===== config.mk =====
export PLATFORM = sky130hd
export DESIGN_NAME = mips_fetch
export DESIGN_NICKNAME = d
export VERILOG_FILES = /design/src/rtl/mips_pkg.sv /design/src/rtl/mips_fetch.sv
export SDC_FILE = /design/constraint.sdc
export NUM_CORES = 2
export LEC_CHECK = 0
export ABC_AREA = 1
export BUFFER_PORTS_ARGS = -buffer_cell sky130_fd_sc_hd__buf_2
export CAP_MARGIN = 20
export CORE_MARGIN = 3
export CORE_UTILIZATION = 45
export DETAILED_ROUTE_END_ITERATION = 16
export GPL_TIMING_DRIVEN = 0
export REMOVE_ABC_BUFFERS = 1
export SLEW_MARGIN = 20
export SYNTH_ARGS = -nofsm -noshare
export SYNTH_HDL_FRONTEND = slang
export SYNTH_SLANG_ARGS = --single-unit
export TNS_END_PERCENT = 5

===== constraint.sdc =====
create_clock -name i_clk -period 1.5 [get_ports i_clk]
set_input_delay 0.075 -clock i_clk [delete_from_list [all_inputs] [get_ports i_clk]]
set_output_delay 0.075 -clock i_clk [all_outputs]
set_load 0.1 [all_outputs]

===== src/rtl/mips_pkg.sv =====
package mips_pkg;

    localparam int WORD_W = 32;
    localparam int REG_W  = 5;
    localparam int IMM_W  = 16;

    typedef logic [WORD_W-1:0] word_t;
    typedef logic [REG_W-1:0]  reg_addr_t;
    typedef logic [IMM_W-1:0]  imm_t;

    typedef enum logic [5:0] {
        OP_SPECIAL = 6'h00,
        OP_BEQ     = 6'h04,
        OP_BNE     = 6'h05,
        OP_ADDIU   = 6'h09,
        OP_LW      = 6'h23,
        OP_SW      = 6'h2B,
        OP_HALT    = 6'h3F
    } opcode_e;

    typedef enum logic [5:0] {
        FN_ADDU = 6'h21,
        FN_SUBU = 6'h23,
        FN_AND  = 6'h24,
        FN_OR   = 6'h25,
        FN_SLT  = 6'h2A
    } funct_e;

    typedef enum logic [2:0] {
        ALU_ADD,
        ALU_SUB,
        ALU_AND,
        ALU_OR,
        ALU_SLT
    } alu_op_e;

    // Forwarding source for an EX operand
    typedef enum logic [1:0] {
        FWD_IDEX,
        FWD_EXMEM,
        FWD_WB
    } fwd_sel_e;

    typedef union packed {
        struct packed {
            opcode_e   opcode;
            reg_addr_t rs;
            reg_addr_t rt;
            reg_addr_t rd;
            logic [4:0] shamt;
            funct_e    funct;
        } r;
        struct packed {
            opcode_e   opcode;
            reg_addr_t rs;
            reg_addr_t rt;
            imm_t      imm;
        } i;
    } instr_u;

    // All zero is a bubble
    typedef struct packed {
        logic    reg_write;
        logic    mem_to_reg;
        logic    mem_read;
        logic    mem_write;
        logic    branch;
        logic    branch_ne;
        logic    alu_src;
        logic    reg_dst_rd;
        logic    halt;
        alu_op_e alu_op;
    } ctrl_t;

    typedef struct packed {
        word_t pc4;
        word_t instr;
    } if_id_t;

    typedef struct packed {
        ctrl_t     ctrl;
        word_t     pc4;
        word_t     rs_data;
        word_t     rt_data;
        word_t     imm;
        reg_addr_t rs;
        reg_addr_t rt;
        reg_addr_t wr;
    } id_ex_t;

    typedef struct packed {
        ctrl_t     ctrl;
        word_t     branch_target;
        word_t     alu_result;
        logic      zero;
        word_t     store_data;
        reg_addr_t wr;
    } ex_mem_t;

    typedef struct packed {
        logic      reg_write;
        logic      mem_to_reg;
        logic      halt;
        word_t     alu_result;
        word_t     load_data;
        reg_addr_t wr;
    } mem_wb_t;

    typedef struct packed {
        logic      we;
        reg_addr_t rd;
        word_t     data;
    } wb_t;

endpackage


===== src/rtl/mips_fetch.sv =====
`timescale 1ns/1ns

module mips_fetch #(
    parameter int IMEM_WORDS = 64
) (
    input  logic                          i_clk,
    input  logic                          i_arst_n,
    input  logic                          i_en,
    input  logic                          i_stall,
    input  logic                          i_flush,
    input  logic                          i_branch_taken,
    input  mips_pkg::word_t               i_branch_target,
    input  logic                          i_imem_we,
    input  logic [$clog2(IMEM_WORDS)-1:0] i_imem_addr,
    input  mips_pkg::word_t               i_imem_data,
    output mips_pkg::word_t               o_pc,
    output mips_pkg::if_id_t              o_if_id
);

    localparam int IA_W = $clog2(IMEM_WORDS);

    mips_pkg::word_t imem [IMEM_WORDS];
    mips_pkg::word_t pc4;
    mips_pkg::word_t fetched;

    assign pc4     = o_pc + 32'd4;
    assign fetched = imem[o_pc[IA_W+1:2]];

    // Program load port ignores the run enable
    always_ff @(posedge i_clk) begin
        if (i_imem_we) begin
            imem[i_imem_addr] <= i_imem_data;
        end
    end

    always_ff @(posedge i_clk or negedge i_arst_n) begin
        if (!i_arst_n) begin
            o_pc    <= '0;
            o_if_id <= '0;
        end else if (i_en) begin
            if (i_flush || !i_stall) begin
                o_pc <= i_branch_taken ? i_branch_target : pc4;
            end
            if (i_flush) begin
                o_if_id <= '0;
            end else if (!i_stall) begin
                o_if_id <= '{pc4: pc4, instr: fetched};
            end
        end
    end

endmodule


* Yosys cells after proc, flatten, opt, wreduce, memory -nomap -nowiden
Memory sizes are Yosys's and may differ from the RTL's. Index checks and enable logic that the tools add are counted.
Cells by class: add/subtract/negate cells 1, multipliers 0, div/mod/pow operators 0, $lt $le $gt $ge 0, equal/unequal tests 1, shifts and indexed selects 0, mux-type cells 5, bitwise gates (word level) 0, reduce and logical (&&, ||, !) cells 4
Operators by type and width (count):
- 64-bit 2-to-1 mux | 2
- 32-bit by 3-bit adder with 32-bit output, second input constant | 1
- 32-bit 2-to-1 mux | 1
- 2-bit AND reduction | 2
- 1-bit 2-to-1 mux | 2
- 2-bit by 1-bit inequality test with 1-bit output, second input constant | 1
- 1-bit zero test | 1
- 1-bit logical OR | 1
Word-level totals: register bits after elaboration 96, bits in latches 0, memory bits (writable) 2048, ROM bits 0, bits of input ports 77, output and inout port bits 96, memories 1
Memory list:
- imem | words 64, bits a word 32, read ports 1, clocked after memory_dff 0, wr ports 1, line mips_fetch.sv:22 | mips_pkg::word_t imem [IMEM_WORDS];

* Depth between registers and ports, before layout
depth in word-level cells 3, mapped depth 15

* Worst setup path before layout
Ideal clock, no wire load.
path type input -> register, start input i_imem_we, end memory imem[48][0] (netlist bit), enable pin, setup time 0.502 ns, arrival time 3.703 ns, required time 0.998 ns, path slack -2.705 ns, cell stages on the path 3, cell sequence clkbuf_1 -> nand4_1 -> nor4_1
Between the ends: word-level cells in the longest chain between the ends 2
RTL lines:
- from (decl) | line mips_fetch.sv:13 | input logic i_imem_we,
- 1-bit 2-to-1 mux | line mips_fetch.sv:31 | if (i_imem_we) begin
- 1-bit 2-to-1 mux (not written as such) | line mips_fetch.sv:32 | imem[i_imem_addr] <= i_imem_data;
- to (decl) | line mips_fetch.sv:22
Every way passes these cells.

* Final worst setup path
start register o_pc[2], end register o_if_id[3] (netlist bit)
Between the ends: word-level cells in the longest chain between the ends 3
RTL lines:
- from (decl) | line mips_fetch.sv:16 | output mips_pkg::word_t o_pc,
- from (signal assigned) | line mips_fetch.sv:42 | o_pc <= i_branch_taken ? i_branch_target : pc4;
- memory 64 x 32 bit
- 64-bit 2-to-1 mux | line mips_fetch.sv:46 | end else if (!i_stall) begin
- 64-bit 2-to-1 mux | line mips_fetch.sv:44 | if (i_flush) begin
- to (signal assigned) | line mips_fetch.sv:47 | o_if_id <= '{pc4: pc4, instr: fetched};
- to (decl) | line mips_fetch.sv:17 | output mips_pkg::if_id_t o_if_id
Every way passes these cells. The select of a mux whose other input is x is not followed. A chain may end at the register's enable or synchronous reset.

==> impl_metrics.ini <==
[hold_path]
hold_depth = 2
min_to = imem[50][3]
hp-class = in -> reg
min_from = i_imem_addr[0]

[global_routing]
grt_usage_pct = 28.1
overflow = 0
grt_antenna_before_repair = 12
grt_first_pass_wirelength_microns = 417000
grt_max_degree = 65
grt_pass1_vias = 61100

[sta]
rsz0062_at_grt = yes
clock_skew_ps = 29.1
fin_crit_sh_pct = 177
max_slew.worst_pin.slew_ps = 1080
setup_violations = 1554
setup_slack_ps = -1150
whs_ps = -379
finalMaxSlewViolations = 0
tns_ps = -559290
relSlewSlack_pct = 27.7
fmax_mhz = 377
post-route-min-period_ps = 2650
hold_viol = 89

[final_layout]
final_nets = 8846
fin_util_pct = 56.1
fillers = 15700
drive_above_1_share_pct = 14.0
area_growth_pct = 23.7
final_cells = 11600

[synthesis]
synth_top_area_share_pct = 68.7
postSynth.asyncResetShare_pct = 4.48
syn_avg_cell_area_sq_um = 10.9
synth.most_common_cell = nand2_1
ys_seq_elements = 2144
yosys_most_used_dff = edfxtp_1
ys_top_cells_by_count = nand2_1, edfxtp_1, nand3_1
yosys_warnings = 0
synth_largest_area_cell = edfxtp_1
synth-seq-area-share_pct = 71.4
synth-edff-count = 2048
ys_types = 31
syn_inst = 8235
synthTopCellsByArea = edfxtp_1, nand2_1, nand3_1
syn_area_sq_um = 89500

[worst_setup_path]
critPathRequiredTime_ps = 2270
end_kind = register
reg2regPathDepth = 16
worstPathArrival_ps = 3420
r2r-start = o_pc[2]
crit_chain = buf_16, buf_16, buf_6, bufbuf_16, nand2_1, nand2_1, nand2_1, nand3_1, nand3_1, nand2_1, nand2_2, nand2_4, clkinv_4, nand2_2, nand2_1, nand2_1
cp_common_cell = nand2_1
slowest_stage = dfrtp_4
reg2reg_setup_slack_ps = -1150
critical_path_class = reg -> reg
r2r_end = o_if_id[3]
cpPeakStageDelay_ps = 560
critPathLaunchType = register
path_max_fanout = 16

[floorplanning]
boundaryPins = 173
dieArea_sq_um = 204000
rows = 163
die_w_microns = 452
core_sq_um = 198000
die_h_microns = 452
start_util_pct = 45.3

[pwr]
power_density_nw_per_um2 = 1440
vdd_drop_max_v = 0.00130
cellLeakagePower_nw = 44.1

[cts]
cts_buffers = 213
h-tree-depth = 4
clock-root-buffer = clkbuf_16
clk_latency_ps = 860
cts.sinks = 2144
path_clk_slew_ps = 60
cts_tree = done
clockBufferDepth = 3

[route]
firstDrtPassIters = 6
wl_per_cell_microns = 25.3
drt_wl_total_microns = 293000
via_per_inst = 5.56
drc = 0
antenna_left = 0
drt_iter0_drc = 7916
num_vias = 64400

[flow_run]
max_cap_violations = 0

[outcome]
violations = hold timing, setup timing
outcome = finished with violations

[placement]
dp_hpwl_microns = 146000
dpl.cell_count = 10800
pre_cts_ws_ps = -2920
place_congestion = 0.791
io_buffers = 172
[area by class of cell]
type	count	area [sq um]	share of cell area, %
flip-flops and latches	2144	63900	57.7
multi-input cells	4905	22700	20.5
repair buffers	778	11500	10.4
clock buffers	295	5800	5.24
well taps	2640	3300	2.98
inverters	721	2910	2.63
clock inverters	92	633	0.572
repair inverters	5	58.8	0.0531
diodes	9	22.5	0.0203
[logic make-up (layout without fill, tap and decap cells)]
family | count (synthesis) | after routing | synth area share (%)
buffers and inverters | 1186 | 1891 | 5.41
other | 0 | 9 | 0
XOR/XNOR | 27 | 27 | 0.264
AO/OA/AOI/OAI | 43 | 43 | 0.327
adder cells (fa/ha/maj) | 1 | 1 | 0.0140
flip-flops | 2144 | 2144 | 71.4
AND/OR/NAND/NOR | 4834 | 4834 | 22.6
[registers in the layout (all words and copies together), names as in the netlist]
name / count
imem: 2048
o_pc: 32
o_if_id: 64
[how the worst max path moves through the flow]
stage	from	end	slack [ps]	depth (start not counted)
6_report	o_pc[2]	o_if_id[3]	-1150	16
5_1_grt	o_pc[2]	o_if_id[10]	-1220	16
4_1_cts	o_pc[2]	o_pc[2]	-1150	7
3_5_place_dp	o_pc[2]	o_if_id[11]	-2920	17
3_3_place_gp	o_pc[2]	o_if_id[24]	-153300	12
2_1_floorplan	o_pc[2]	o_if_id[31]	-58000	12
[critical path, delay by kind of cell (launching register included)]
family / cells / cell delay [ps]
flops: 1 / 560
buf+inv: 5 / 970
simple gates: 11 / 1000
[per-layer routing]
metal / vias up / wire length, microns / global-route usage (%)
met1: 31300 / 113000 / 37.4
met5: - / 30 / 0
met4: 4 / 16400 / 14.0
met3: 743 / 28400 / 5.05
met2: 3527 / 135000 / 44.4
li1: 28800 / - / -
[placed cells by master, fill, tap and decap left out, types with 76 or more instances in the layout]
cell	n
nand2_1	2955
nand3_1	1493
nand2_2	108
edfxtp_1	2048
clkbuf_16	225
dfrtp_1	91
inv_1	679
buf_4	103
dlygate4sd3_1	181
buf_12	76
nand3_2	83
buf_2	177
buf_16	161
[timing repair]
| item | CTS | global route |
|---|---|---|
| setup buffers | 70 | 33 |
| setup endpoints to repair | 1904 | 2031 |
| resized for setup | 429 | 107 |
| endpoints found under the hold margin | 2383 | 96 |
| cloned | 102 | 12 |
| pin swaps | 75 | 58 |
| hold buffers | 184 | 1 |
[stage by stage]
| stage | total power [mW] | instance area (sq um) |
|---|---|---|
| 2_1_floorplan | 80.2 | 87400 |
| 3_3_place_gp | 82.2 | 91500 |
| 3_5_place_dp | 99.3 | 96300 |
| 4_1_cts | 158 | 110000 |
| 5_1_grt | 164 | 111000 |
| 6_report | 159 | 111000 |
[power breakdown]
part | internal, mW | switching (mW) | leakage, nW | total, mW
Sequential | 66.5 | 0.570 | 19.7 | 67.1
Clock | 27.4 | 22.7 | 3.12 | 50.1
Combinational | 13.8 | 28.1 | 21.3 | 41.9
Power figures use the tool's default switching activity.
