File: src/rtl/mips_pkg.sv
package mips_pkg;

    localparam int WORD_W = 32;
    localparam int REG_W  = 5;
    localparam int IMM_W  = 16;

    typedef logic [WORD_W-1:0] word_t;
    typedef logic [REG_W-1:0]  reg_addr_t;
    typedef logic [IMM_W-1:0]  imm_t;

    typedef enum logic [5:0] {
        OP_SPECIAL = 6'h00,
        OP_BEQ     = 6'h04,
        OP_BNE     = 6'h05,
        OP_ADDIU   = 6'h09,
        OP_LW      = 6'h23,
        OP_SW      = 6'h2B,
        OP_HALT    = 6'h3F
    } opcode_e;

    typedef enum logic [5:0] {
        FN_ADDU = 6'h21,
        FN_SUBU = 6'h23,
        FN_AND  = 6'h24,
        FN_OR   = 6'h25,
        FN_SLT  = 6'h2A
    } funct_e;

    typedef enum logic [2:0] {
        ALU_ADD,
        ALU_SUB,
        ALU_AND,
        ALU_OR,
        ALU_SLT
    } alu_op_e;

    // Forwarding source for an EX operand
    typedef enum logic [1:0] {
        FWD_IDEX,
        FWD_EXMEM,
        FWD_WB
    } fwd_sel_e;

    typedef union packed {
        struct packed {
            opcode_e   opcode;
            reg_addr_t rs;
            reg_addr_t rt;
            reg_addr_t rd;
            logic [4:0] shamt;
            funct_e    funct;
        } r;
        struct packed {
            opcode_e   opcode;
            reg_addr_t rs;
            reg_addr_t rt;
            imm_t      imm;
        } i;
    } instr_u;

    // All zero is a bubble
    typedef struct packed {
        logic    reg_write;
        logic    mem_to_reg;
        logic    mem_read;
        logic    mem_write;
        logic    branch;
        logic    branch_ne;
        logic    alu_src;
        logic    reg_dst_rd;
        logic    halt;
        alu_op_e alu_op;
    } ctrl_t;

    typedef struct packed {
        word_t pc4;
        word_t instr;
    } if_id_t;

    typedef struct packed {
        ctrl_t     ctrl;
        word_t     pc4;
        word_t     rs_data;
        word_t     rt_data;
        word_t     imm;
        reg_addr_t rs;
        reg_addr_t rt;
        reg_addr_t wr;
    } id_ex_t;

    typedef struct packed {
        ctrl_t     ctrl;
        word_t     branch_target;
        word_t     alu_result;
        logic      zero;
        word_t     store_data;
        reg_addr_t wr;
    } ex_mem_t;

    typedef struct packed {
        logic      reg_write;
        logic      mem_to_reg;
        logic      halt;
        word_t     alu_result;
        word_t     load_data;
        reg_addr_t wr;
    } mem_wb_t;

    typedef struct packed {
        logic      we;
        reg_addr_t rd;
        word_t     data;
    } wb_t;

endpackage

File: src/rtl/mips_memory.sv
`timescale 1ns/1ns

module mips_memory #(
    parameter int DMEM_WORDS = 16
) (
    input  logic                          i_clk,
    input  logic                          i_arst_n,
    input  logic                          i_en,
    input  mips_pkg::ex_mem_t             i_ex_mem,
    input  logic [$clog2(DMEM_WORDS)-1:0] i_dbg_mem_addr,
    output logic                          o_branch_taken,
    output mips_pkg::word_t               o_branch_target,
    output mips_pkg::wb_t                 o_wb,
    output logic                          o_halt,
    output mips_pkg::word_t               o_dbg_mem_data
);

    localparam int DA_W = $clog2(DMEM_WORDS);

    mips_pkg::word_t   dmem [DMEM_WORDS];
    mips_pkg::word_t   load_data;
    mips_pkg::mem_wb_t mem_wb;
    logic [DA_W-1:0]   dmem_idx;

    assign o_branch_taken  = i_ex_mem.ctrl.branch &&
                             (i_ex_mem.ctrl.branch_ne ? !i_ex_mem.zero : i_ex_mem.zero);
    assign o_branch_target = i_ex_mem.branch_target;

    // Word index with the byte offset dropped
    assign dmem_idx       = i_ex_mem.alu_result[DA_W+1:2];
    assign load_data      = dmem[dmem_idx];
    assign o_dbg_mem_data = dmem[i_dbg_mem_addr];

    always_ff @(posedge i_clk or negedge i_arst_n) begin
        if (!i_arst_n) begin
            for (int i = 0; i < DMEM_WORDS; i++) begin
                dmem[i] <= '0;
            end
        end else if (i_en && i_ex_mem.ctrl.mem_write) begin
            dmem[dmem_idx] <= i_ex_mem.store_data;
        end
    end

    always_ff @(posedge i_clk or negedge i_arst_n) begin
        if (!i_arst_n) begin
            mem_wb <= '0;
        end else if (i_en) begin
            mem_wb <= '{reg_write: i_ex_mem.ctrl.reg_write,
                        mem_to_reg: i_ex_mem.ctrl.mem_to_reg,
                        halt: i_ex_mem.ctrl.halt,
                        alu_result: i_ex_mem.alu_result,
                        load_data: load_data,
                        wr: i_ex_mem.wr};
        end
    end

    always_comb begin
        o_wb = '{we: mem_wb.reg_write, rd: mem_wb.wr,
                 data: mem_wb.mem_to_reg ? mem_wb.load_data : mem_wb.alu_result};
    end

    // Stays high once set since the core enable drops with it
    assign o_halt = mem_wb.halt;

endmodule

File: config.mk
export PLATFORM = sky130hd
export DESIGN_NAME = mips_memory
export DESIGN_NICKNAME = d
export VERILOG_FILES = /design/src/rtl/mips_pkg.sv /design/src/rtl/mips_memory.sv
export SDC_FILE = /design/constraint.sdc
export NUM_CORES = 1
export LEC_CHECK = 0
export BUFFER_PORTS_ARGS = -buffer_cell sky130_fd_sc_hd__buf_2
export CAP_MARGIN = 20
export CORE_ASPECT_RATIO = 1.2
export CORE_MARGIN = 8
export CORE_UTILIZATION = 38
export CTS_BUF_LIST = sky130_fd_sc_hd__clkbuf_8
export DETAILED_ROUTE_END_ITERATION = 8
export GPL_TIMING_DRIVEN = 0
export SYNTH_ARGS = -nofsm -noshare
export SYNTH_HDL_FRONTEND = slang
export SYNTH_SLANG_ARGS = --single-unit
File: constraint.sdc
create_clock -name i_clk -period 2.1 [get_ports i_clk]
set_input_delay 0.315 -clock i_clk [delete_from_list [all_inputs] [get_ports i_clk]]
set_output_delay 0.315 -clock i_clk [all_outputs]
set_load 0.02 [all_outputs]
; ---- Word level (Yosys, flattened, before mapping)
; Index checks and enable logic that the tools add are counted.
[totals]
ff_bits = 584
latch_bits = 0
ram_bits = 0
rom_bits = 0
elab_cells = 42
mem_count = 0
[classes]
addsub = 0
mul = 0
n_div = 0
order_cmp = 3
n_eq_ne = 0
shifts = 0
n_mux = 11
bitwise_logic = 2
reduce_logical = 4
[ops]
columns = operator, count
row1 = $bwmux W512, 1
row2 = $bmux W32 S4, 2
row3 = $mux W32, 6
row4 = $demux W32 S4, 1
row5 = $ge A5 B5 Y1 const B, 2
row6 = $not A4 Y5, 2
row7 = $lt A5 B1 Y1 const B, 1
row8 = $logic_and A1 B1 Y1, 3
row9 = $logic_not A1 Y1, 1
row10 = $mux W1, 1

; ---- Depth between registers and ports, before layout
[depth]
depth_word = 6
mapped_depth = 9
ltp_nobuf = 4

; ---- Worst setup path before layout
; OpenSTA, ideal clock, no wires.
[synth_timing]
kind = input -> output
from = in i_dbg_mem_addr[1]
to = out o_dbg_mem_data[5]
t_arrival_ns = 1.792
t_required_ns = 1.785
slack_ns = -0.007
path_stages = 4
path_buffers = 2
cell_sequence = clkbuf_1 -> buf_1 -> mux4_2 -> mux4_2
[synth_between]
elab_chain_len = 4
[synth_rtl]
columns = element, line_no
row1 = from (decl), mips_memory.sv:10  ; input logic [$clog2(DMEM_WORDS)-1:0] i_dbg_mem_addr,
row2 = $not A4 Y5 (implied by the code), mips_memory.sv:32  ; assign o_dbg_mem_data = dmem[i_dbg_mem_addr];
row3 = $bmux W32 S4, mips_memory.sv:32
row4 = $mux W32 (implied by the code) (2 in a row), mips_memory.sv:32
row5 = to (decl), mips_memory.sv:15  ; output mips_pkg::word_t o_dbg_mem_data
; No other way between the ends. The select of a mux whose other input is x is not followed.

; ---- Worst setup path after layout
[layout_timing]
from = reg dmem[287] in the netlist's numbering
to = out o_dbg_mem_data[31]
[layout_between]
elab_chain_len = 3
[layout_rtl]
columns = element, line_no
row1 = from (decl), mips_memory.sv:20  ; mips_pkg::word_t dmem [DMEM_WORDS];
row2 = "from (signal, indexed assignment)", mips_memory.sv:40  ; dmem[dmem_idx] <= i_ex_mem.store_data;
row3 = $bmux W32 S4, mips_memory.sv:32
row4 = $mux W32 (implied by the code) (2 in a row), mips_memory.sv:32
; No other way between the ends. The select of a mux whose other input is x is not followed.

==> impl_metrics.json <==
{
  "worst-slew-pin-transition_ps": 1181,
  "p_sw_frac": 0.2933,
  "drt_iter0_drc": 1708,
  "stdcell_count": 3589,
  "hold_viol": 0,
  "ios": 225,
  "r2r-start": "dmem[389]",
  "p_per_area_nw_per_um2": 919.6,
  "viasPerCell": 5.796,
  "cp-start-kind": "register",
  "p_clk_frac": 0.315,
  "path_max_fanout": 2,
  "root_buffer": "clkbuf_8",
  "path_class": "reg2out",
  "drive_gt1_frac": 0.5465,
  "post-route-period-util": 1.267,
  "ys_types": 31,
  "dp.cells": 3213,
  "comb_power_share": 0.250,
  "timing.max_cap.violations": 0,
  "clkTransAtPathRegs_ps": 60,
  "final-setup-viol-count": 63,
  "cts_sinks": 584,
  "die-width_um": 274.4,
  "antenna_found_initial": 8,
  "finalWorstSetupSlack_ps": -561.7,
  "grt_pass1_wl_mm": 154.3,
  "numCtsBuffers": 104,
  "vdd_drop_max_uv": 575.6,
  "critical_path_required_ps": 1780,
  "portBuffers": 179,
  "dr_total_vias": 20801,
  "first_pass_iters": 5,
  "arrival_ps": 2350,
  "synth-main-ff-cell": "dfrtp_1",
  "grtUsageTotal": 0.2374,
  "switchingPower_w": 0.01001,
  "hold_class": "in2async",
  "async_reset_ff_frac": 1.000,
  "place.gp.congestion": 0.8533,
  "fin_crit_ps": 2662,
  "syn_nets": 2112,
  "p_leak_nw": 16.75,
  "insertion_delay_ps": 750,
  "p_int_w": 0.02413,
  "clockBufferDepth": 3,
  "grt_pass1_vias": 22614,
  "syn2layout_area_growth_pct": 21.98,
  "maxSlewViolCount": 0,
  "worst-r2r-cell-count": 6,
  "fin_skew_ps": 44.64,
  "grt_max_degree": 123,
  "fin_area_um2": 37130,
  "dpl_cell_area_um2": 32830,
  "synth_area_per_cell_um2": 15.29,
  "htreeDepth": 3,
  "drc_errors": 0,
  "num-nets-final": 2598,
  "synth_area_um2": 30440,
  "wirelength_mm": 107.6,
  "cts_tree": "built",
  "ys_ff_latch": 584,
  "wl_per_cell_um": 29.97,
  "dp_slack_ps": -1054,
  "hold_slack_ps": 204.4,
  "rsz0062_at_grt": "yes",
  "startpoint": "dmem[287]",
  "core_um2": 79320,
  "postRouteAntennaNets": 0,
  "fmax_mhz": 375.7,
  "dieArea_um2": 89460,
  "num_rows": 113,
  "rrSetupSlack_ps": 290,
  "dieHeight_um": 326.1,
  "failed_checks": "negative setup slack",
  "synth_edf_count": 0,
  "yosysWarnings": 0,
  "regToRegEndpoint": "mem_wb[10]",
  "relSlewSlack": 0.2124,
  "status": "finished, violations left",
  "grt_remaining_overflow": 0,
  "synthCells": 1991,
  "power_frac_seq": 0.435,
  "start_util": 0.3838,
  "setup.worst_path.end_class": "output pin",
  "dpl.hpwl_mm": 69.39,
  "yosysSeqAreaShare": 0.4800,
  "post-route-util": 0.4682
}
==> critical path, cell delays in order (launching register included) <==
cell and delay, ps:
dfrtp_1 380, mux4_2 490, mux4_2 560, buf_6 170
==> timing repair <==
item / in CTS / in global routing
hold buffers: 69 / 0
endpoints found under the hold margin: 325 / 0
buffers inserted: 98 / 25
gates resized for setup: 171 / 27
cloned: 2 / 0
setup endpoints to repair: 74 / 76
==> cell families after synthesis <==
family,synth area share
xor+xnor,0.0002878
buf+inv,0.04455
mux,0.4351
simple gates,0.01743
compound gates,0.02260
flops,0.4800
==> cells in the final DEF (no fill, tap or decap), types with 14 or more instances in the layout <==
| cell | n |
|---|---|
| dfrtp_1 | 583 |
| mux2_2 | 539 |
| mux4_2 | 224 |
| buf_4 | 185 |
| buf_2 | 175 |
| mux2i_1 | 142 |
| clkbuf_8 | 133 |
| buf_6 | 88 |
| dlygate4sd3_1 | 69 |
| nor2_1 | 60 |
| mux2_1 | 58 |
| clkbuf_1 | 52 |
| o22ai_1 | 50 |
| inv_1 | 38 |
| nand2_1 | 20 |
| a31oi_1 | 18 |
| and2_1 | 15 |
| o221ai_1 | 14 |
| o32a_1 | 14 |
==> area by class of cell <==
class,instances,area (um2)
diodes,3,7.507
clock buffers,133,1831
repair buffers,382,3196
fillers,6922,42180
plain buffers,226,1463
multi-input cells,1179,14490
flip-flops and latches,584,14620
clock inverters,47,234.0
well taps,1035,1295
==> power by group through the flow <==
stage	sequential (W)	clock (W)	combinational, W
final	0.0148	0.0107	0.00855
after global routing	0.0151	0.0114	0.00907
after CTS	0.0148	0.0110	0.00839
after detailed placement	0.0151	0	0.00725
after global placement	0.0149	0	0.00702
after floorplan	0.0145	0	0.00526
==> sequential cells by signal (all words and copies together) (netlist names) <==
name	count
dmem	512
mem_wb	65
o_wb	6
o_halt	1
==> metrics by stage <==
step | setup TNS [ps] | power, W
after global routing | -24660 | 0.03562
after global placement | -6638120 | 0.02189
after detailed placement | -137500 | 0.02231
final | -21490 | 0.03415
after floorplan | 0 | 0.01976
after CTS | -25790 | 0.03416
==> Yosys cell counts, types with 18 or more instances <==
cell type  number  area share
dfrtp_1       584        0.48
mux2_2        544        0.20
mux4_2        224        0.17
mux2i_1       142       0.047
clkbuf_1       63      0.0078
buf_2          60      0.0099
buf_4          60       0.015
nor2_1         60      0.0074
mux2_1         58       0.021
o22ai_1        50       0.010
buf_6          22      0.0081
nand2_1        20      0.0025
buf_1          19      0.0023
a31oi_1        18      0.0037
==> worst max-delay path by stage <==
stage | end | slack (ps) | depth (start not counted)
global placement | dmem[147] | -11200 | 1
CTS | o_dbg_mem_data[13] | -640 | 3
finish | o_dbg_mem_data[31] | -560 | 3
detailed placement | o_dbg_mem_data[13] | -1050 | 5
global route | o_dbg_mem_data[31] | -630 | 3
floorplan | o_dbg_mem_data[10] | 4 | 4
==> routing by layer <==
metal  GRT usage  up-vias  share of wire
li1            -     8559              -
met1      0.2937    10984           0.39
met2      0.3886      983           0.48
met3     0.05996      267          0.084
met4      0.1085        8          0.045
met5           0        -        0.00045
Note: power is estimated with default switching activity, not from simulation.
