<file path="config.mk">
export PLATFORM = sky130hd
export DESIGN_NAME = mips_execute
export DESIGN_NICKNAME = d
export VERILOG_FILES = /design/src/rtl/mips_pkg.sv /design/src/rtl/mips_execute.sv
export SDC_FILE = /design/constraint.sdc
export NUM_CORES = 1
export LEC_CHECK = 0
export BUFFER_PORTS_ARGS = -buffer_cell sky130_fd_sc_hd__buf_4
export CORE_MARGIN = 2
export CORE_UTILIZATION = 50
export CTS_CLUSTER_SIZE = 8
export DETAILED_ROUTE_END_ITERATION = 16
export GPL_TIMING_DRIVEN = 0
export PLACE_DENSITY_LB_ADDON = 0.1
export SYNTH_ARGS = -nofsm -noshare
export SYNTH_HDL_FRONTEND = slang
export SYNTH_SLANG_ARGS = --single-unit
</file>
<file path="constraint.sdc">
create_clock -name i_clk -period 4.2 [get_ports i_clk]
set_clock_uncertainty 0.05 [all_clocks]
set_input_delay 0.21 -clock i_clk [delete_from_list [all_inputs] [get_ports i_clk]]
set_output_delay 0.21 -clock i_clk [all_outputs]
set_load 0.01 [all_outputs]
</file>
<file path="src/rtl/mips_pkg.sv">
package mips_pkg;

    localparam int WORD_W = 32;
    localparam int REG_W  = 5;
    localparam int IMM_W  = 16;

    typedef logic [WORD_W-1:0] word_t;
    typedef logic [REG_W-1:0]  reg_addr_t;
    typedef logic [IMM_W-1:0]  imm_t;

    typedef enum logic [5:0] {
        OP_SPECIAL = 6'h00,
        OP_BEQ     = 6'h04,
        OP_BNE     = 6'h05,
        OP_ADDIU   = 6'h09,
        OP_LW      = 6'h23,
        OP_SW      = 6'h2B,
        OP_HALT    = 6'h3F
    } opcode_e;

    typedef enum logic [5:0] {
        FN_ADDU = 6'h21,
        FN_SUBU = 6'h23,
        FN_AND  = 6'h24,
        FN_OR   = 6'h25,
        FN_SLT  = 6'h2A
    } funct_e;

    typedef enum logic [2:0] {
        ALU_ADD,
        ALU_SUB,
        ALU_AND,
        ALU_OR,
        ALU_SLT
    } alu_op_e;

    // Forwarding source for an EX operand
    typedef enum logic [1:0] {
        FWD_IDEX,
        FWD_EXMEM,
        FWD_WB
    } fwd_sel_e;

    typedef union packed {
        struct packed {
            opcode_e   opcode;
            reg_addr_t rs;
            reg_addr_t rt;
            reg_addr_t rd;
            logic [4:0] shamt;
            funct_e    funct;
        } r;
        struct packed {
            opcode_e   opcode;
            reg_addr_t rs;
            reg_addr_t rt;
            imm_t      imm;
        } i;
    } instr_u;

    // All zero is a bubble
    typedef struct packed {
        logic    reg_write;
        logic    mem_to_reg;
        logic    mem_read;
        logic    mem_write;
        logic    branch;
        logic    branch_ne;
        logic    alu_src;
        logic    reg_dst_rd;
        logic    halt;
        alu_op_e alu_op;
    } ctrl_t;

    typedef struct packed {
        word_t pc4;
        word_t instr;
    } if_id_t;

    typedef struct packed {
        ctrl_t     ctrl;
        word_t     pc4;
        word_t     rs_data;
        word_t     rt_data;
        word_t     imm;
        reg_addr_t rs;
        reg_addr_t rt;
        reg_addr_t wr;
    } id_ex_t;

    typedef struct packed {
        ctrl_t     ctrl;
        word_t     branch_target;
        word_t     alu_result;
        logic      zero;
        word_t     store_data;
        reg_addr_t wr;
    } ex_mem_t;

    typedef struct packed {
        logic      reg_write;
        logic      mem_to_reg;
        logic      halt;
        word_t     alu_result;
        word_t     load_data;
        reg_addr_t wr;
    } mem_wb_t;

    typedef struct packed {
        logic      we;
        reg_addr_t rd;
        word_t     data;
    } wb_t;

endpackage

</file>
<file path="src/rtl/mips_execute.sv">
`timescale 1ns/1ns

module mips_execute (
    input  logic               i_clk,
    input  logic               i_arst_n,
    input  logic               i_en,
    input  logic               i_flush,
    input  mips_pkg::id_ex_t   i_id_ex,
    input  mips_pkg::fwd_sel_e i_fwd_a,
    input  mips_pkg::fwd_sel_e i_fwd_b,
    input  mips_pkg::wb_t      i_wb,
    output mips_pkg::ex_mem_t  o_ex_mem
);

    mips_pkg::word_t opnd_a;
    mips_pkg::word_t opnd_b;
    mips_pkg::word_t alu_b;
    mips_pkg::word_t alu_result;
    mips_pkg::word_t branch_target;

    function automatic mips_pkg::word_t fwd_mux(mips_pkg::fwd_sel_e sel,
                                                mips_pkg::word_t stage_val,
                                                mips_pkg::word_t exmem_val,
                                                mips_pkg::word_t wb_val);
        case (sel)
            mips_pkg::FWD_EXMEM: return exmem_val;
            mips_pkg::FWD_WB:    return wb_val;
            default:             return stage_val;
        endcase
    endfunction

    assign opnd_a = fwd_mux(i_fwd_a, i_id_ex.rs_data, o_ex_mem.alu_result, i_wb.data);
    assign opnd_b = fwd_mux(i_fwd_b, i_id_ex.rt_data, o_ex_mem.alu_result, i_wb.data);
    assign alu_b  = i_id_ex.ctrl.alu_src ? i_id_ex.imm : opnd_b;

    always_comb begin
        case (i_id_ex.ctrl.alu_op)
            mips_pkg::ALU_SUB: alu_result = opnd_a - alu_b;
            mips_pkg::ALU_AND: alu_result = opnd_a & alu_b;
            mips_pkg::ALU_OR:  alu_result = opnd_a | alu_b;
            mips_pkg::ALU_SLT: alu_result = {31'd0, $signed(opnd_a) < $signed(alu_b)};
            default:           alu_result = opnd_a + alu_b;
        endcase
    end

    // Word offset relative to the delay-free pc4
    assign branch_target = i_id_ex.pc4 + {i_id_ex.imm[29:0], 2'b00};

    always_ff @(posedge i_clk or negedge i_arst_n) begin
        if (!i_arst_n) begin
            o_ex_mem <= '0;
        end else if (i_en) begin
            if (i_flush) begin
                o_ex_mem <= '0;
            end else begin
                o_ex_mem <= '{ctrl: i_id_ex.ctrl, branch_target: branch_target,
                              alu_result: alu_result, zero: (alu_result == '0),
                              store_data: opnd_b, wr: i_id_ex.wr};
            end
        end
    end

endmodule

</file>
# == After elaboration in Yosys (flattened, before gate mapping) ==
# Cells that the tools add are included.
# word_totals
ff_bits,114
inputBits,201
output_inout_bits,114
elab_cells,35
# op_classes
addsub,3
magnitude_cmp,1
eq_ne,8
n_mux,5
bitwise,2
reduce_logical,1
# ops
operator,count
$pmux 32 s2,2
$pmux 32 s4,1
$mux 114,1
$add 32x32->32,2
$and 32x32->32,1
$logic_not 32->1,1
$lt 32x32->1,1
$mux 32,1
$or 32x32->32,1
$sub 32x32->32,1
$eq 3x2->1 const B,2
$eq 2x1->1 const B,2
$eq 2x2->1 const B,2
$eq 3x1->1 const B,1
$eq 3x3->1 const B,1

# == Logic depth before layout (Yosys ltp) ==
# logic_depth
word_depth,7
mapped_depth,21
depth_no_buf,20

# == Least setup slack after synthesis ==
# OpenSTA, ideal clock, no wires.
# synth_timing
path_kind,input -> register
start,input i_fwd_b[0]
end,register o_ex_mem[37] (netlist name)
setup_ns,0.096
arrival_time_ns,5.064
required_ns,4.054
setup_slack_ns,-1.010
path_stages,20
path_buffers,2
path_cell_list,inv_1 ha_1 clkbuf_1 buf_1 nor2_1 a21oi_1 o21ai_0 ha_1 fa_1 a21oi_1 o21bai_1 a221oi_1 o22ai_1 or4_1 or4_1 a2111o_1 or4b_1 a2111oi_2 nand4b_1 o32ai_2
# synth_between
elab_chain_len,7
elab_cells_between_ends,12
# synth_rtl
item,line,rtl
start: declaration,mips_execute.sv:10,"input mips_pkg::fwd_sel_e i_fwd_b,"
$eq 2x2->1 or $eq 2x1->1 (tied branches),mips_execute.sv:25,case (sel)
$pmux 32 s2 (*),mips_execute.sv:25,
$mux 32 (*),mips_execute.sv:34,assign alu_b = i_id_ex.ctrl.alu_src ? i_id_ex.imm : opnd_b;
$add 32x32->32 (tied with other cells),mips_execute.sv:42,default: alu_result = opnd_a + alu_b;
$pmux 32 s4 (*),mips_execute.sv:37,case (i_id_ex.ctrl.alu_op)
$logic_not 32->1 (*),mips_execute.sv:57,"alu_result: alu_result, zero: (alu_result == '0),"
$mux 114 (*),mips_execute.sv:53,if (i_flush) begin
end signal: assignment,mips_execute.sv:56,"o_ex_mem <= '{ctrl: i_id_ex.ctrl, branch_target: branch_target,"
end: declaration,mips_execute.sv:12,output mips_pkg::ex_mem_t o_ex_mem
# Every way passes the cells marked *; elsewhere a longest branch is shown, timed or not.
# A chain may end at the register's enable or synchronous reset.

# == Final worst setup path ==
# layout_timing
start,register o_ex_mem[38] (netlist name)
end,register o_ex_mem[37] (netlist name)
# layout_between
elab_chain_len,6
elab_cells_between_ends,11
# layout_rtl
item,line
$pmux 32 s2,mips_execute.sv:25
$mux 32,mips_execute.sv:34
$add 32x32->32 (tied with other cells),mips_execute.sv:42
$pmux 32 s4 (*),mips_execute.sv:37
$logic_not 32->1 (*),mips_execute.sv:57
$mux 114 (*),mips_execute.sv:53
# Marked as above.

==> run_results.csv <==
group,metric,value,unit
outcome,status,"finished, violations left",
outcome,violations,"negative setup slack",
final_layout,nets,2333,
detailed_routing,wirelength,59.1,mm
pwr,peakVddDrop,0.324,mV
grt,antenna_found_initial,0,
final_layout,synthToLayoutAreaGrowth,33.5,%
floorplan,io_pins,315,
final_layout,drive_above_1_share,24.5,%
cts,clk_pin_slew,0.06,ns
timing,relSlewSlack,23.3,%
cts,clk-insertion-delay-late,0.43,ns
final_layout,fill_cells,1986,
final_layout,layoutNonFillerInstCount,2337,
worst_setup_path,critPathKind,"reg2reg",
worst_setup_path,rr_worst_depth,18,
timing,rsz0062_at_grt,"true",
pwr,p_int,0.00329,W
synthesis,syn_avg_cell_area,7.59,um^2
synthesis,ys_types,81,
floorplan,start_util,51.2,%
detailed_routing,wire_per_inst,25.3,um
grt,grt_use_total,42.9,%
worst_setup_path,crit_start,"o_ex_mem[38]",
timing,fin_setup_tns,-1.02,ns
timing,timing.final.crit_share,116,%
pwr,clockPowerShare,25.6,%
cts,numCtsBuffers,17,
pwr,comb_power_share,51.2,%
final_layout,antenna_cells,0,
worst_setup_path,reg2reg_from,"o_ex_mem[38]",
pwr,p_sw,0.00257,W
grt,met3_usage,9.78,%
final_layout,largest_reg_flops,114,
grt,busiest_layer,"met2",
timing,finalHoldViolCount,0,
floorplan,die_h,162,um
detailed_routing,antenna_left,0,
cts,tritoncts,"done",
worst_setup_path,cp_max_fo,3,
timing,fmax,205,MHz
synthesis,netlist_instances,1648,
detailed_routing,firstDrtPassIters,6,
detailed_routing,vias,15600,
floorplan,dieArea,0.0263,mm^2
cts,clockBufferDepth,2,
timing,fin_ws,-0.676,ns
worst_hold_path,hold_depth,3,
timing,setup_viol,5,
place,dp_hpwl,46.2,mm
synthesis,synthArstFlopShare,100,%
timing,worst_slew_pin_slew,1.15,ns
synthesis,synth-edff-count,0,
pwr,power-per-cell-area,351,mW/mm^2
grt,met1_usage,56.3,%
grt,grt_overflow_total,0,
floorplan,coreArea,0.0245,mm^2
worst_setup_path,critPathArrivalTime,5.15,ns
floorplan,die_width,162,um
place,place_congestion,1.00,
cts,clock_sinks,114,
pwr,pwr-share-seq,23.2,%
synthesis,ys.flop_type,"dfrtp_1",
synthesis,syn-cell-area,0.0125,mm^2
grt,grt_pass1_wl,85.7,mm
grt,grt_max_degree,115,
detailed_routing,drt_iter0_drc,2133,
synthesis,synth_nets,1981,
timing,hold-worst-slack,0.0238,ns
grt,grt_pass1_vias,14500,
final_layout,reg_top3,"o_ex_mem: 114 flops",
synthesis,synth_seq_cells,114,
worst_hold_path,holdCritPathClass,"in2reg",
place,port_buffers,295,
detailed_routing,drc,0,
worst_setup_path,required,4.48,ns
pwr,p_leak,7.66,nW
timing,period_needed,4.88,ns
detailed_routing,vias_per_cell,6.65,
worst_hold_path,min-delay-start,"i_id_ex[1]",
synthesis,yosys_warnings,0,
pwr,netSwitchingFraction,43.9,%
floorplan,rows,57,
worst_setup_path,endpoint_kind,"register",
final_layout,top_register,"o_ex_mem",
place,placedCellCount,2267,
cts,cts_root_buf,"clkbuf_16",
cts,cts_max_level,4,
grt,met2_usage,68.5,%
worst_setup_path,cp-start-kind,"register",
timing,final_max_slew_viol_count,0,
flow_run,maxCapViolCount,0,
synthesis,yosysSeqAreaShare,22.8,%
==> placed cells by master, fill, tap and decap left out, types with 21 or more instances in the layout <==
cell       Yosys  layout
buf_4          0     318
nand3b_1      21      21
clkbuf_2       0      23
a22o_1        34      34
a21o_1        32      32
nor2_1       133     132
inv_1        131     128
nor3_1        33      32
a21oi_1      146     134
o21ai_0      144     116
nand3_1       21      21
clkbuf_1      97      63
o2bb2ai_1     54      53
a22oi_1       64      62
ha_1         129     122
nand2b_1      21      21
xnor2_1       21      21
nand2_1      129     129
dfrtp_1      114     113
==> power by group through the flow <==
stage	combinational [W]	sequential [W]	clock, W
finish	0.00300	0.00136	0.00150
floorplan	0.00154	0.00140	0
global placement	0.00260	0.00136	0
global route	0.00317	0.00137	0.00154
detailed placement	0.00262	0.00137	0
CTS	0.00280	0.00135	0.00149
==> kinds of logic (layout without fill, tap and decap cells) <==
family	after synthesis	after routing	share of synthesized area (%)
buffers and inverters	248	613	7.55
muxes	2	2	0.170
AOI/OAI and AO/OA	678	678	37.1
xor gates and xnor gates	29	29	2.03
DFF	114	114	22.8
adders and majority gates	132	132	13.4
and+or+nand+nor	445	445	17.0
==> layer usage <==
metal	routed length, um	vias up
met5	0	-
met4	3260	0
met3	7050	238
met2	26300	1128
met1	22600	7391
li1	-	6795
==> repair_timing <==
action / 4_1_cts / 5_1_grt
endpoints found under the hold margin: 14 / 27
hold buffers: 14 / 1
gates resized for setup: 93 / 61
setup buffers: 18 / 5
setup endpoints to repair: 20 / 14
pin swaps: 21 / 20
==> worst paths after layout <==
| path | to | slack, ns |
|---|---|---|
| setup / recovery | o_ex_mem[37] | -0.68 |
| hold / removal | o_ex_mem[1] | 0.02 |
| setup reg to reg | o_ex_mem[37] | -0.68 |
| hold reg to reg | o_ex_mem[90] | 0.43 |
| max in group asynchronous | o_ex_mem[38] | 3.20 |
| min in group asynchronous | o_ex_mem[113] | 0.13 |
==> per-stage QoR <==
stage | utilization (%) | cell area (um^2) | power, W | setup slack (ns)
6_report | 68.3 | 16700 | 0.00586 | -0.676
5_1_grt | 68.3 | 16700 | 0.00608 | -0.771
4_1_cts | 67.2 | 16400 | 0.00564 | -0.672
3_5_place_dp | 62.3 | 15200 | 0.00398 | -1.84
3_3_place_gp | 62.3 | 15200 | 0.00396 | -1.78
2_1_floorplan | - | 12600 | 0.00294 | -0.475
==> area by class of cell <==
class / instances / area, um^2 / share of cell area [%]
multi-input cells: 1286 / 9240 / 55.3
flip-flops and latches: 114 / 2850 / 17.1
repair buffers: 334 / 2570 / 15.4
plain buffers: 113 / 546 / 3.26
inverters: 134 / 508 / 3.04
clock buffers: 17 / 425 / 2.55
well taps: 324 / 405 / 2.43
clock inverters: 15 / 170 / 1.02
==> synthesized netlist by cell type (14+ instances only) <==
library cell	count	area (um^2)
a211oi_1	23	173
a21o_1	32	240
a21oi_1	146	731
a22o_1	34	298
a22oi_1	64	480
clkbuf_1	97	364
dfrtp_1	114	2850
ha_1	129	1610
inv_1	131	492
nand2_1	129	484
nand2b_1	21	131
nand3_1	21	105
nand3b_1	21	158
nand4_1	19	119
nor2_1	133	499
nor3_1	33	165
o211ai_1	14	105
o21a_1	19	143
o21ai_0	144	721
o21bai_1	19	143
o2bb2ai_1	54	473
o31ai_1	15	113
xnor2_1	21	184
==> worst max-delay path, stage by stage, from the launching register on <==
cell and delay [ns]:
dfrtp_2 0.45, a22oi_2 0.17, nor2_2 0.08, a21oi_2 0.23, o21ai_4 0.14, ha_4 0.19, buf_4 0.14, a211o_1 0.34
a21o_1 0.22, nor3b_2 0.17, buf_4 0.14, o21ai_0 0.18, o2111ai_2 0.22, or4_1 0.56, a2111o_1 0.32, or4b_4 0.56
a2111oi_4 0.20, nand4b_1 0.15, o32ai_2 0.27
No activity file was read; power rests on OpenSTA's default activity.
