==> src/rtl/mips_pkg.sv <==
package mips_pkg;

    localparam int WORD_W = 32;
    localparam int REG_W  = 5;
    localparam int IMM_W  = 16;

    typedef logic [WORD_W-1:0] word_t;
    typedef logic [REG_W-1:0]  reg_addr_t;
    typedef logic [IMM_W-1:0]  imm_t;

    typedef enum logic [5:0] {
        OP_SPECIAL = 6'h00,
        OP_BEQ     = 6'h04,
        OP_BNE     = 6'h05,
        OP_ADDIU   = 6'h09,
        OP_LW      = 6'h23,
        OP_SW      = 6'h2B,
        OP_HALT    = 6'h3F
    } opcode_e;

    typedef enum logic [5:0] {
        FN_ADDU = 6'h21,
        FN_SUBU = 6'h23,
        FN_AND  = 6'h24,
        FN_OR   = 6'h25,
        FN_SLT  = 6'h2A
    } funct_e;

    typedef enum logic [2:0] {
        ALU_ADD,
        ALU_SUB,
        ALU_AND,
        ALU_OR,
        ALU_SLT
    } alu_op_e;

    // Forwarding source for an EX operand
    typedef enum logic [1:0] {
        FWD_IDEX,
        FWD_EXMEM,
        FWD_WB
    } fwd_sel_e;

    typedef union packed {
        struct packed {
            opcode_e   opcode;
            reg_addr_t rs;
            reg_addr_t rt;
            reg_addr_t rd;
            logic [4:0] shamt;
            funct_e    funct;
        } r;
        struct packed {
            opcode_e   opcode;
            reg_addr_t rs;
            reg_addr_t rt;
            imm_t      imm;
        } i;
    } instr_u;

    // All zero is a bubble
    typedef struct packed {
        logic    reg_write;
        logic    mem_to_reg;
        logic    mem_read;
        logic    mem_write;
        logic    branch;
        logic    branch_ne;
        logic    alu_src;
        logic    reg_dst_rd;
        logic    halt;
        alu_op_e alu_op;
    } ctrl_t;

    typedef struct packed {
        word_t pc4;
        word_t instr;
    } if_id_t;

    typedef struct packed {
        ctrl_t     ctrl;
        word_t     pc4;
        word_t     rs_data;
        word_t     rt_data;
        word_t     imm;
        reg_addr_t rs;
        reg_addr_t rt;
        reg_addr_t wr;
    } id_ex_t;

    typedef struct packed {
        ctrl_t     ctrl;
        word_t     branch_target;
        word_t     alu_result;
        logic      zero;
        word_t     store_data;
        reg_addr_t wr;
    } ex_mem_t;

    typedef struct packed {
        logic      reg_write;
        logic      mem_to_reg;
        logic      halt;
        word_t     alu_result;
        word_t     load_data;
        reg_addr_t wr;
    } mem_wb_t;

    typedef struct packed {
        logic      we;
        reg_addr_t rd;
        word_t     data;
    } wb_t;

endpackage

==> src/rtl/mips_hazard.sv <==
`timescale 1ns/1ns

module mips_hazard (
    input  mips_pkg::if_id_t   i_if_id,
    input  logic               i_is_halt,
    input  mips_pkg::id_ex_t   i_id_ex,
    input  mips_pkg::ex_mem_t  i_ex_mem,
    input  mips_pkg::wb_t      i_wb,
    input  logic               i_branch_taken,
    output logic               o_stall,
    output logic               o_flush,
    output mips_pkg::fwd_sel_e o_fwd_a,
    output mips_pkg::fwd_sel_e o_fwd_b
);

    mips_pkg::instr_u id_instr;
    logic             exmem_fwd_ok;
    logic             wb_fwd_ok;
    logic             load_use;

    assign id_instr = i_if_id.instr;

    // Register zero never forwards
    assign exmem_fwd_ok = i_ex_mem.ctrl.reg_write && i_ex_mem.wr != '0;
    assign wb_fwd_ok    = i_wb.we && i_wb.rd != '0;

    always_comb begin
        o_fwd_a = mips_pkg::FWD_IDEX;
        if (exmem_fwd_ok && i_ex_mem.wr == i_id_ex.rs) begin
            o_fwd_a = mips_pkg::FWD_EXMEM;
        end else if (wb_fwd_ok && i_wb.rd == i_id_ex.rs) begin
            o_fwd_a = mips_pkg::FWD_WB;
        end
    end

    always_comb begin
        o_fwd_b = mips_pkg::FWD_IDEX;
        if (exmem_fwd_ok && i_ex_mem.wr == i_id_ex.rt) begin
            o_fwd_b = mips_pkg::FWD_EXMEM;
        end else if (wb_fwd_ok && i_wb.rd == i_id_ex.rt) begin
            o_fwd_b = mips_pkg::FWD_WB;
        end
    end

    assign load_use = i_id_ex.ctrl.mem_read && i_id_ex.wr != '0 &&
                      (i_id_ex.wr == id_instr.r.rs || i_id_ex.wr == id_instr.r.rt);

    assign o_stall = load_use || i_is_halt;
    assign o_flush = i_branch_taken;

endmodule

==> config.mk <==
export PLATFORM = sky130hd
export DESIGN_NAME = mips_hazard
export DESIGN_NICKNAME = d
export VERILOG_FILES = /design/src/rtl/mips_pkg.sv /design/src/rtl/mips_hazard.sv
export SDC_FILE = /design/constraint.sdc
export NUM_CORES = 1
export LEC_CHECK = 0
export BUFFER_PORTS_ARGS = -buffer_cell sky130_fd_sc_hd__buf_2
export CAP_MARGIN = 20
export CORE_AREA = 2 2 145 147
export DETAILED_ROUTE_END_ITERATION = 10
export DIE_AREA = 0 0 147 149
export GPL_TIMING_DRIVEN = 0
export PLACE_DENSITY_LB_ADDON = 0.1
export SYNTH_ARGS = -nofsm -noshare
export SYNTH_HDL_FRONTEND = slang
export SYNTH_SLANG_ARGS = --single-unit
export TNS_END_PERCENT = 10
==> constraint.sdc <==
create_clock -name vclk -period 1.1
set_input_delay 0.11 -clock vclk [all_inputs]
set_output_delay 0.11 -clock vclk [all_outputs]
set_load 0.1 [all_outputs]
* Yosys cells after proc, flatten, opt, wreduce, memory -nomap -nowiden *
Index checks and enable logic that the tools add are counted.
W data, S select, Z words.

cells by class
  $add $sub $neg = 0
  multipliers = 0
  divide/modulo/power cells = 0
  magnitude comparators = 0
  eq/ne operators = 6
  shift operators = 0
  mux-type cells = 4
  bitwise gates (word level) = 0
  reductions and logical operators = 13

operator list
  kind                 count
  $eq A5 B5 Y1         6
  $reduce_bool A5 Y1   3
  $logic_and A1 B1 Y1  8
  $mux W2              4
  $logic_or A1 B1 Y1   2

word-level totals
  flip-flop bits (word level) = 0
  bits in latches = 0
  RAM bits = 0
  memory bits (read-only) = 0
  input bits = 373
  memories = 0

* Logic depth before layout (Yosys ltp) *
Gate-level depths: netlist (run 1).

  depth after elaboration = 5
  depth in mapped cells = 4
  depth with buffers taken out = 4

* Worst setup path after synthesis (run 1) *
Ideal clock, no wire load.

  kind = input-to-output
  start = input port i_ex_mem[4] in the netlist's numbering
  end = output port o_fwd_a[1]
  arrival time = 4.505 ns
  data required time = 0.990 ns
  setup slack = -3.515 ns
  stages on the path = 4
  path through = or4_1 -> o21ai_2 -> nor4_1 -> nor4_2

between the ends
  cells in the longest elaborated chain, start to end = 4

RTL lines
  element                line               source
  from (decl)            mips_hazard.sv:7   input mips_pkg::ex_mem_t i_ex_mem,
  $reduce_bool A5 Y1     mips_hazard.sv:24  assign exmem_fwd_ok = i_ex_mem.ctrl.reg_write && i_ex_mem.wr != '0;
  $logic_and A1 B1 Y1    mips_hazard.sv:24
  $logic_and A1 B1 Y1 *  mips_hazard.sv:29  if (exmem_fwd_ok && i_ex_mem.wr == i_id_ex.rs) begin
  $mux W2 *              mips_hazard.sv:29
  to (decl)              mips_hazard.sv:12  output mips_pkg::fwd_sel_e o_fwd_a,

Mark *: on every way between the ends. The rest lies on a longest branch, timed or not.

* Worst setup path in the final report (run 1) *
  start = input port i_id_ex[11] in the netlist's numbering
  end = output port o_fwd_a[1]

between the ends
  cells in the longest elaborated chain, start to end = 4

RTL lines
  element              line               source
  from (decl)          mips_hazard.sv:6   input mips_pkg::id_ex_t i_id_ex,
  $eq A5 B5 Y1         mips_hazard.sv:31  end else if (wb_fwd_ok && i_wb.rd == i_id_ex.rs) begin
  $logic_and A1 B1 Y1  mips_hazard.sv:31
  $mux W2              mips_hazard.sv:31
  $mux W2 *            mips_hazard.sv:29

Marks and branches as above.

==> results of run 1 <==
[cells by family after synthesis]
kind of cell              count (synthesis)  synth area share
xor gates and xnor gates                 30             0.646
and+or+nand+nor                          17             0.265
AOI/OAI and AO/OA                         4            0.0708
buffers and inverters                     1            0.0185
[final cells by class]
cell class | instances | area, um2 | area share
Buffer | 1 | 7.51 | 0.00683
Multi-Input combinational cell | 51 | 465 | 0.424
Tap cell | 275 | 344 | 0.313
Timing Repair Buffer | 45 | 282 | 0.256
[what timing repair did]
action / 4_1_cts / 5_1_grt
endpoints found under the setup margin: 5 / 5
pin swaps: 8 / 2
resized for setup: 17 / 3
[power groups by stage]
stage | Sequential, mW | Combinational (mW) | Clock [mW]
after global routing | 0 | 0.375 | 0
after detailed placement | 0 | 0.329 | 0
after CTS | 0 | 0.354 | 0
final | 0 | 0.347 | 0
after floorplan | 0 | 0.193 | 0
after global placement | 0 | 0.340 | 0
[how the worst max path moves through the flow]
stage / start / end / slack (ns)
global route: i_ex_mem[1] / o_fwd_a[1] / -0.55
CTS: i_id_ex[9] / o_fwd_b[1] / -0.52
floorplan: i_ex_mem[1] / o_fwd_a[1] / -1.06
detailed placement: i_wb[34] / o_fwd_b[1] / -0.79
finish: i_id_ex[11] / o_fwd_a[1] / -0.50
global placement: i_wb[34] / o_fwd_a[1] / -0.84
[per-layer routing]
metal | wire, um | part of all wire
met5 | 0 | 0
met4 | 0 | 0
met3 | 86 | 0.046
met2 | 1090 | 0.58
met1 | 696 | 0.37
[critical path, delay by kind of cell]
family	cells	cell delay [ns]
buffers and inverters	2	0.38
XOR/XNOR	1	0.15
AND/OR/NAND/NOR	2	0.85
[cell usage in the layout (no fill, tap or decap), drive strengths merged]
master,count
nor4,4
xor2,14
xnor2,16
o22ai,1
a31o,1
nand2,3
nor2,1
nor3,1
buf,46
o21ai,2
nand3,4
or4,4
[stage by stage]
step	hold slack (ns)	total power, mW	cell area (um2)	utilization	setup TNS (ns)
after floorplan	0.421	0.193	465	-	-3.28
after global placement	0.605	0.340	1030	0.0503	-2.92
final	0.583	0.347	1100	0.0534	-1.57
after detailed placement	0.604	0.329	1030	0.0503	-2.69
after global routing	0.595	0.375	1100	0.0534	-1.79
after CTS	0.582	0.354	1090	0.0531	-1.76
==> results.toml, run 1 <==
[status]
outcome = "finished, violations left"
violations = "negative setup slack"

[layout]
design.seq.count = 0
num-nets-final = 472
num_antenna_cells = 0
final-seq-area_um2 = 0
fin_cells = 372
drive_gt1_frac = 0.567
n_clock_buffer = 0
nFillCells = 2489
syn_to_final_growth_pct = 170

[grt]
grt_pass1_vias = 549
grt_pass1_wl_um = 2770
grt_use_met2 = 0.0331
gr-max-usage-layer = "met2"
grtUsageTotal = 0.0155
gr-total-overflow = 0
met1_usage = 0.0179
grt_start_max_net_pins = 4
use_met3 = 0.000612
antenna_found_initial = 0

[power]
p_sw_uw = 190
power-per-cell-area_nw_per_um2 = 316
internal_power_uw = 158
p_clk_frac = 0
p_sw_frac = 0.546
p_seq_frac = 0
comb_power_share = 1.000
p_leak_nw = 0.330
peakVddDrop_v = 0.000162

[placed_design]
portBuffers = 45
placed_cells = 372
gp_congestion = 0.641
preCtsSetupSlack_ns = -0.789

[hold_path]
hold_end = "o_stall"
hold_start = "i_is_halt"
hold_path_class = "input pin to output pin"
holdPathStages = 3

[critical_path]
worstPathArrival_ns = 1.49
cp_max_fo = 2
worstSetupEndpointType = "output pin"
cp_slowest_stage_delay_ns = 0.56
critical_path_class = "input pin to output pin"
cp_data_required_time_ns = 0.99
cp-start-kind = "input pin"
critPathSlowestCell = "or4_4"
path_cells = "buf_2 > xor2_1 > or4_4 > nor4_4 > buf_6"

[die]
num_rows = 53
core_um2 = 20600
die_y_um = 149
design.die.area_um2 = 21900
start_util = 0.0198
die_width_um = 147
pin_count = 379

[timing]
post-route-min-period_ns = 1.60
relSlewSlack = 0.681
tightestPinTransition_ns = 0.482
finalMaxSlewViolations = 0
period_share = 1.46
fmax_ghz = 0.623
hold_viol = 0
setup_ws_ns = -0.504
rsz0062_at_grt = "true"
setup_viol = 5

[route]
vias = 521
routed_wl_um = 1870
ant_nets = 0
wl_per_cell_um = 5.03
route.detailed.drc = 0
dr.pass1.iters = 1
drt_iter0_markers = 0
viasPerCell = 1.40

[logic_synthesis]
avgSynthCellArea_um2 = 7.82
synth_top_area_frac = 0.345
synthDistinctLibCells = 14
syn_nets = 425
ys_seq_area_frac = 0
synth.area.top_cells = "xnor2_1 (34%), xor2_1 (30%), or4_1 (7.4%)"
ys_warn_count = 0
synthMostInstantiatedCell = "xnor2_1"
syn_area_um2 = 407
syn-instance-count = 52
synth_area_leader_cell = "xnor2_1"
ys_top_cells_by_count = "xnor2_1 (16), xor2_1 (14), nand3_1 (4), or4_1 (4), nand2_1 (3)"

[clock_tree]
ctsHoldBuffers = 0
postCtsSetupBuffers = 0

[flow_run]
drv_cap = 0
Note: power is estimated with default switching activity, not from simulation.
==> run 2: changes to the inputs <==
--- a/config.mk
+++ b/config.mk
@@ -11,7 +11,6 @@
 export DETAILED_ROUTE_END_ITERATION = 10
 export DIE_AREA = 0 0 147 149
 export GPL_TIMING_DRIVEN = 0
-export PLACE_DENSITY_LB_ADDON = 0.1
 export SYNTH_ARGS = -nofsm -noshare
 export SYNTH_HDL_FRONTEND = slang
 export SYNTH_SLANG_ARGS = --single-unit
==> run 2 against run 1 <==
The run still ends with negative setup slack left. Cell count up 1.1%. Critical path depth up 2. Sequential share of layout area unchanged. Core utilization up 0.41 points. Critical path type unchanged. Die area unchanged. Global-route usage up 0.85 points. Sequential cell count unchanged.
==> results.toml, run 2 (same netlist as run 1, synthesis figures left out) <==
[status]
outcome = "finished, violations left"
violations = "negative setup slack"

[layout]
nFillCells = 2470
multiInputGateArea_um2 = 483
n_clock_buffer = 0
design.seq.count = 0
syn_to_final_growth_pct = 191
final_common_cell = "buf_2"
final-seq-area_um2 = 0
num-nets-final = 474
final_util = 0.0575
drive_gt1_frac = 0.606
final_cell_mix = "buf_2 (32), xnor2_1 (15), xor2_1 (14)"

[timing]
setup_viol = 5
period_share = 1.48
relSlewSlack = 0.662
tightestPinTransition_ns = 0.510
hold_viol = 0
finalMaxSlewViolations = 0
post-route-min-period_ns = 1.62
fmax_ghz = 0.616
holdWs_ns = 0.581
rsz0062_at_grt = "true"
setup_ws_ns = -0.523

[critical_path]
cp_max_fo = 2
worstSetupEndpointType = "output pin"
critical_path_class = "input pin to output pin"
critPathLaunch = "i_ex_mem[2]"
cp_data_required_time_ns = 0.99
cp-start-kind = "input pin"
worstPathArrival_ns = 1.51

[power]
p_leak_nw = 0.363
power-per-cell-area_nw_per_um2 = 320
finalPower_uw = 379
peakVddDrop_v = 0.000170

[route]
met3_length_um = 716
route.detailed.drc = 0
dr.pass1.iters = 3
met1_length_um = 1010
wl_met2_um = 918
ant_nets = 0
wl_per_cell_um = 7.10
routed_wl_um = 2670
top_layer = "met5"
vias = 554
viasPerCell = 1.47
drt_iter0_markers = 8

[hold_path]
hold_path_class = "input pin to output pin"
hold_start = "i_is_halt"

[die]
design.die.area_um2 = 21900
pin_count = 379
start_util = 0.0198
die_width_um = 147
num_rows = 53
die_y_um = 149
core_um2 = 20600

[grt]
gr-total-overflow = 0
grt_pass1_vias = 596
grtUsageTotal = 0.0240
antenna_found_initial = 4
grt_pass1_wl_um = 3800
grt_start_max_net_pins = 4

[placed_design]
preCtsSetupSlack_ns = -0.794
portBuffers = 45
gp_congestion = 0.688

[clock_tree]
ctsHoldBuffers = 0

[flow_run]
drv_cap = 0
==> run 2: changes by cell type in the layout (fill, tap and decap cells not counted), sizes merged <==
cell   change
diode      +2
buf        +2
==> run 2: critical path, stage by stage <==
cell	delay [ns]
buf_8	0.09
or4_4	0.53
o21ai_4	0.19
buf_6	0.13
nor4_4	0.04
nor4_4	0.15
buf_6	0.26
==> run 2: worst paths after layout <==
check,end,slack [ns],cells past startpoint
worst max-delay path,o_fwd_a[1],-0.52,7
worst min-delay path,o_stall,0.58,3
==> run 2: through the flow <==
step,cells,area (um2),setup TNS [ns]
2_1_floorplan,52,465,-3.28
3_3_place_gp,372,1030,-2.68
3_5_place_dp,372,1030,-2.73
4_1_cts,374,1110,-1.90
5_1_grt,375,1180,-1.76
6_report,376,1180,-1.53
==> run 2: cell type report <==
cell class,instances,area share
Buffer,1,0.00635
Tap cell,275,0.291
Antenna cell,2,0.00423
Timing Repair Buffer,47,0.290
Multi-Input combinational cell,51,0.408
==> run 2: report_power, final <==
group | internal [mW] | switching (mW) | leakage (nW) | total [mW]
combinational | 0.181 | 0.198 | 0.363 | 0.379
clock | 0.000000243 | 0 | 0.0000127 | 0.000000243
sequential | 0 | 0 | 0 | 0
total | 0.181 | 0.198 | 0.363 | 0.379
==> run 2: layer usage <==
layer | track usage | up-vias
li1 | - | 279
met5 | 0 | -
met2 | 0.0324 | 38
met4 | 0 | 4
met1 | 0.0288 | 229
met3 | 0.0239 | 4
==> run 2: timing repair <==
action                     4_1_cts  5_1_grt
setup buffers                    2        0
pin swaps                        9        5
setup endpoints to repair        5        5
resized for setup               17       20
==> run 3: changes to the inputs <==
--- a/config.mk
+++ b/config.mk
@@ -7,9 +7,9 @@
 export LEC_CHECK = 0
 export BUFFER_PORTS_ARGS = -buffer_cell sky130_fd_sc_hd__buf_2
 export CAP_MARGIN = 20
-export CORE_AREA = 2 2 145 147
+export CORE_AREA = 4 4 147 149
 export DETAILED_ROUTE_END_ITERATION = 10
-export DIE_AREA = 0 0 147 149
+export DIE_AREA = 0 0 151 153
 export GPL_TIMING_DRIVEN = 0
 export SYNTH_ARGS = -nofsm -noshare
 export SYNTH_HDL_FRONTEND = slang
==> run 3 against run 2 <==
Clock-buffer cell count did not move. Wire length fell by 5.0%. Largest power group unchanged. Total power fell by 8.1%. Maximum frequency increased by 1.5%. Die area up 5.5%. The flow still finishes with violations (negative setup slack). Sequential share of layout area unchanged. Highest routed layer unchanged.
==> results.toml, run 3 (same netlist as run 1, synthesis figures left out) <==
[route]
viasPerCell = 1.51
routed_wl_um = 2540
wl_per_cell_um = 6.91
vias = 556
dr.pass1.iters = 2
ant_nets = 0
route.detailed.drc = 0
drt_iter0_markers = 11

[power]
finalPower_uw = 348
power-per-cell-area_nw_per_um2 = 317
peakVddDrop_v = 0.000166
p_leak_nw = 0.332

[timing]
finalMaxSlewViolations = 0
hold_viol = 0
setup_viol = 5
tightestPinTransition_ns = 0.483
setup_ws_ns = -0.500
post-route-min-period_ns = 1.60
relSlewSlack = 0.680
rsz0062_at_grt = "true"
period_share = 1.45
setup-tns-final_ns = -1.59
holdWs_ns = 0.581
fmax_ghz = 0.625

[layout]
num-nets-final = 472
final_area_um2 = 1100
final_common_cell = "buf_2"
nFillCells = 2421
num_antenna_cells = 0
design.seq.count = 0
syn_to_final_growth_pct = 170
final_cell_mix = "buf_2 (38), xnor2_1 (16), xor2_1 (14)"
final_util = 0.0544
fin_cells = 367
n_clock_buffer = 0
drive_gt1_frac = 0.567
final-seq-area_um2 = 0

[placed_design]
gp_congestion = 0.676
place_area_um2 = 1030
placed_cells = 367
preCtsSetupSlack_ns = -0.802
portBuffers = 45

[grt]
antenna_found_initial = 1
grt_start_max_net_pins = 4
grt_pass1_vias = 593
gr-total-overflow = 0
grt_pass1_wl_um = 3620
grtUsageTotal = 0.0208

[die]
pin_count = 379
design.die.area_um2 = 23100
num_rows = 52
die_width_um = 151
die_y_um = 153
start_util = 0.0202
core_um2 = 20200

[critical_path]
worstSetupEndpointType = "output pin"
worstPathArrival_ns = 1.49
cp_data_required_time_ns = 0.99
cp_slowest_stage_delay_ns = 0.54
critical_path_class = "input pin to output pin"
critPathSlowestCell = "or4_4"
cp_max_fo = 2
cp-start-kind = "input pin"
path_cells = "buf_2 > xor2_1 > or4_4 > nor4_4 > buf_12"

[clock_tree]
ctsHoldBuffers = 0
postCtsSetupBuffers = 0

[hold_path]
hold_path_class = "input pin to output pin"

[status]
violations = "negative setup slack"
outcome = "finished, violations left"

[flow_run]
drv_cap = 0
==> run 3: timing repair <==
item | in CTS | in global routing
hold endpoints to repair | 0 | 0
pin swaps | 8 | 0
gates resized for setup | 19 | 2
endpoints found under the setup margin | 5 | 5
==> run 3: final timing paths <==
check                       from         end  slack (ns)  cells after the start
worst max-delay path  i_id_ex[9]  o_fwd_b[1]       -0.50                      5
worst min-delay path   i_is_halt     o_stall        0.58                      3
==> run 3: per-layer routing <==
layer / part of all wire / track usage / up-vias
met5: 0.0043 / 0 / -
met4: 0.0016 / 0 / 2
met3: 0.17 / 0.0133 / 2
met2: 0.49 / 0.0379 / 32
met1: 0.33 / 0.0214 / 247
li1: - / - / 273
==> run 3: layout make-up <==
class | instances | area, um2 | area share
Tap cell | 270 | 338 | 0.308
Timing Repair Buffer | 45 | 287 | 0.261
Multi-Input combinational cell | 51 | 465 | 0.424
Buffer | 1 | 7.51 | 0.00684
==> run 3: critical path: cells and delay by family <==
| family | cells | cell delay (ns) |
|---|---|---|
| simple gates | 2 | 0.87 |
| buf+inv | 2 | 0.35 |
| xor+xnor | 1 | 0.15 |
==> run 3: report_power, final <==
| group | leakage (nW) | internal (mW) | total (mW) | switching (mW) |
|---|---|---|---|---|
| registers | 0 | 0 | 0 | 0 |
| clock network | 0 | 0 | 0 | 0 |
| logic | 0.332 | 0.158 | 0.348 | 0.190 |
| total | 0.332 | 0.158 | 0.348 | 0.190 |
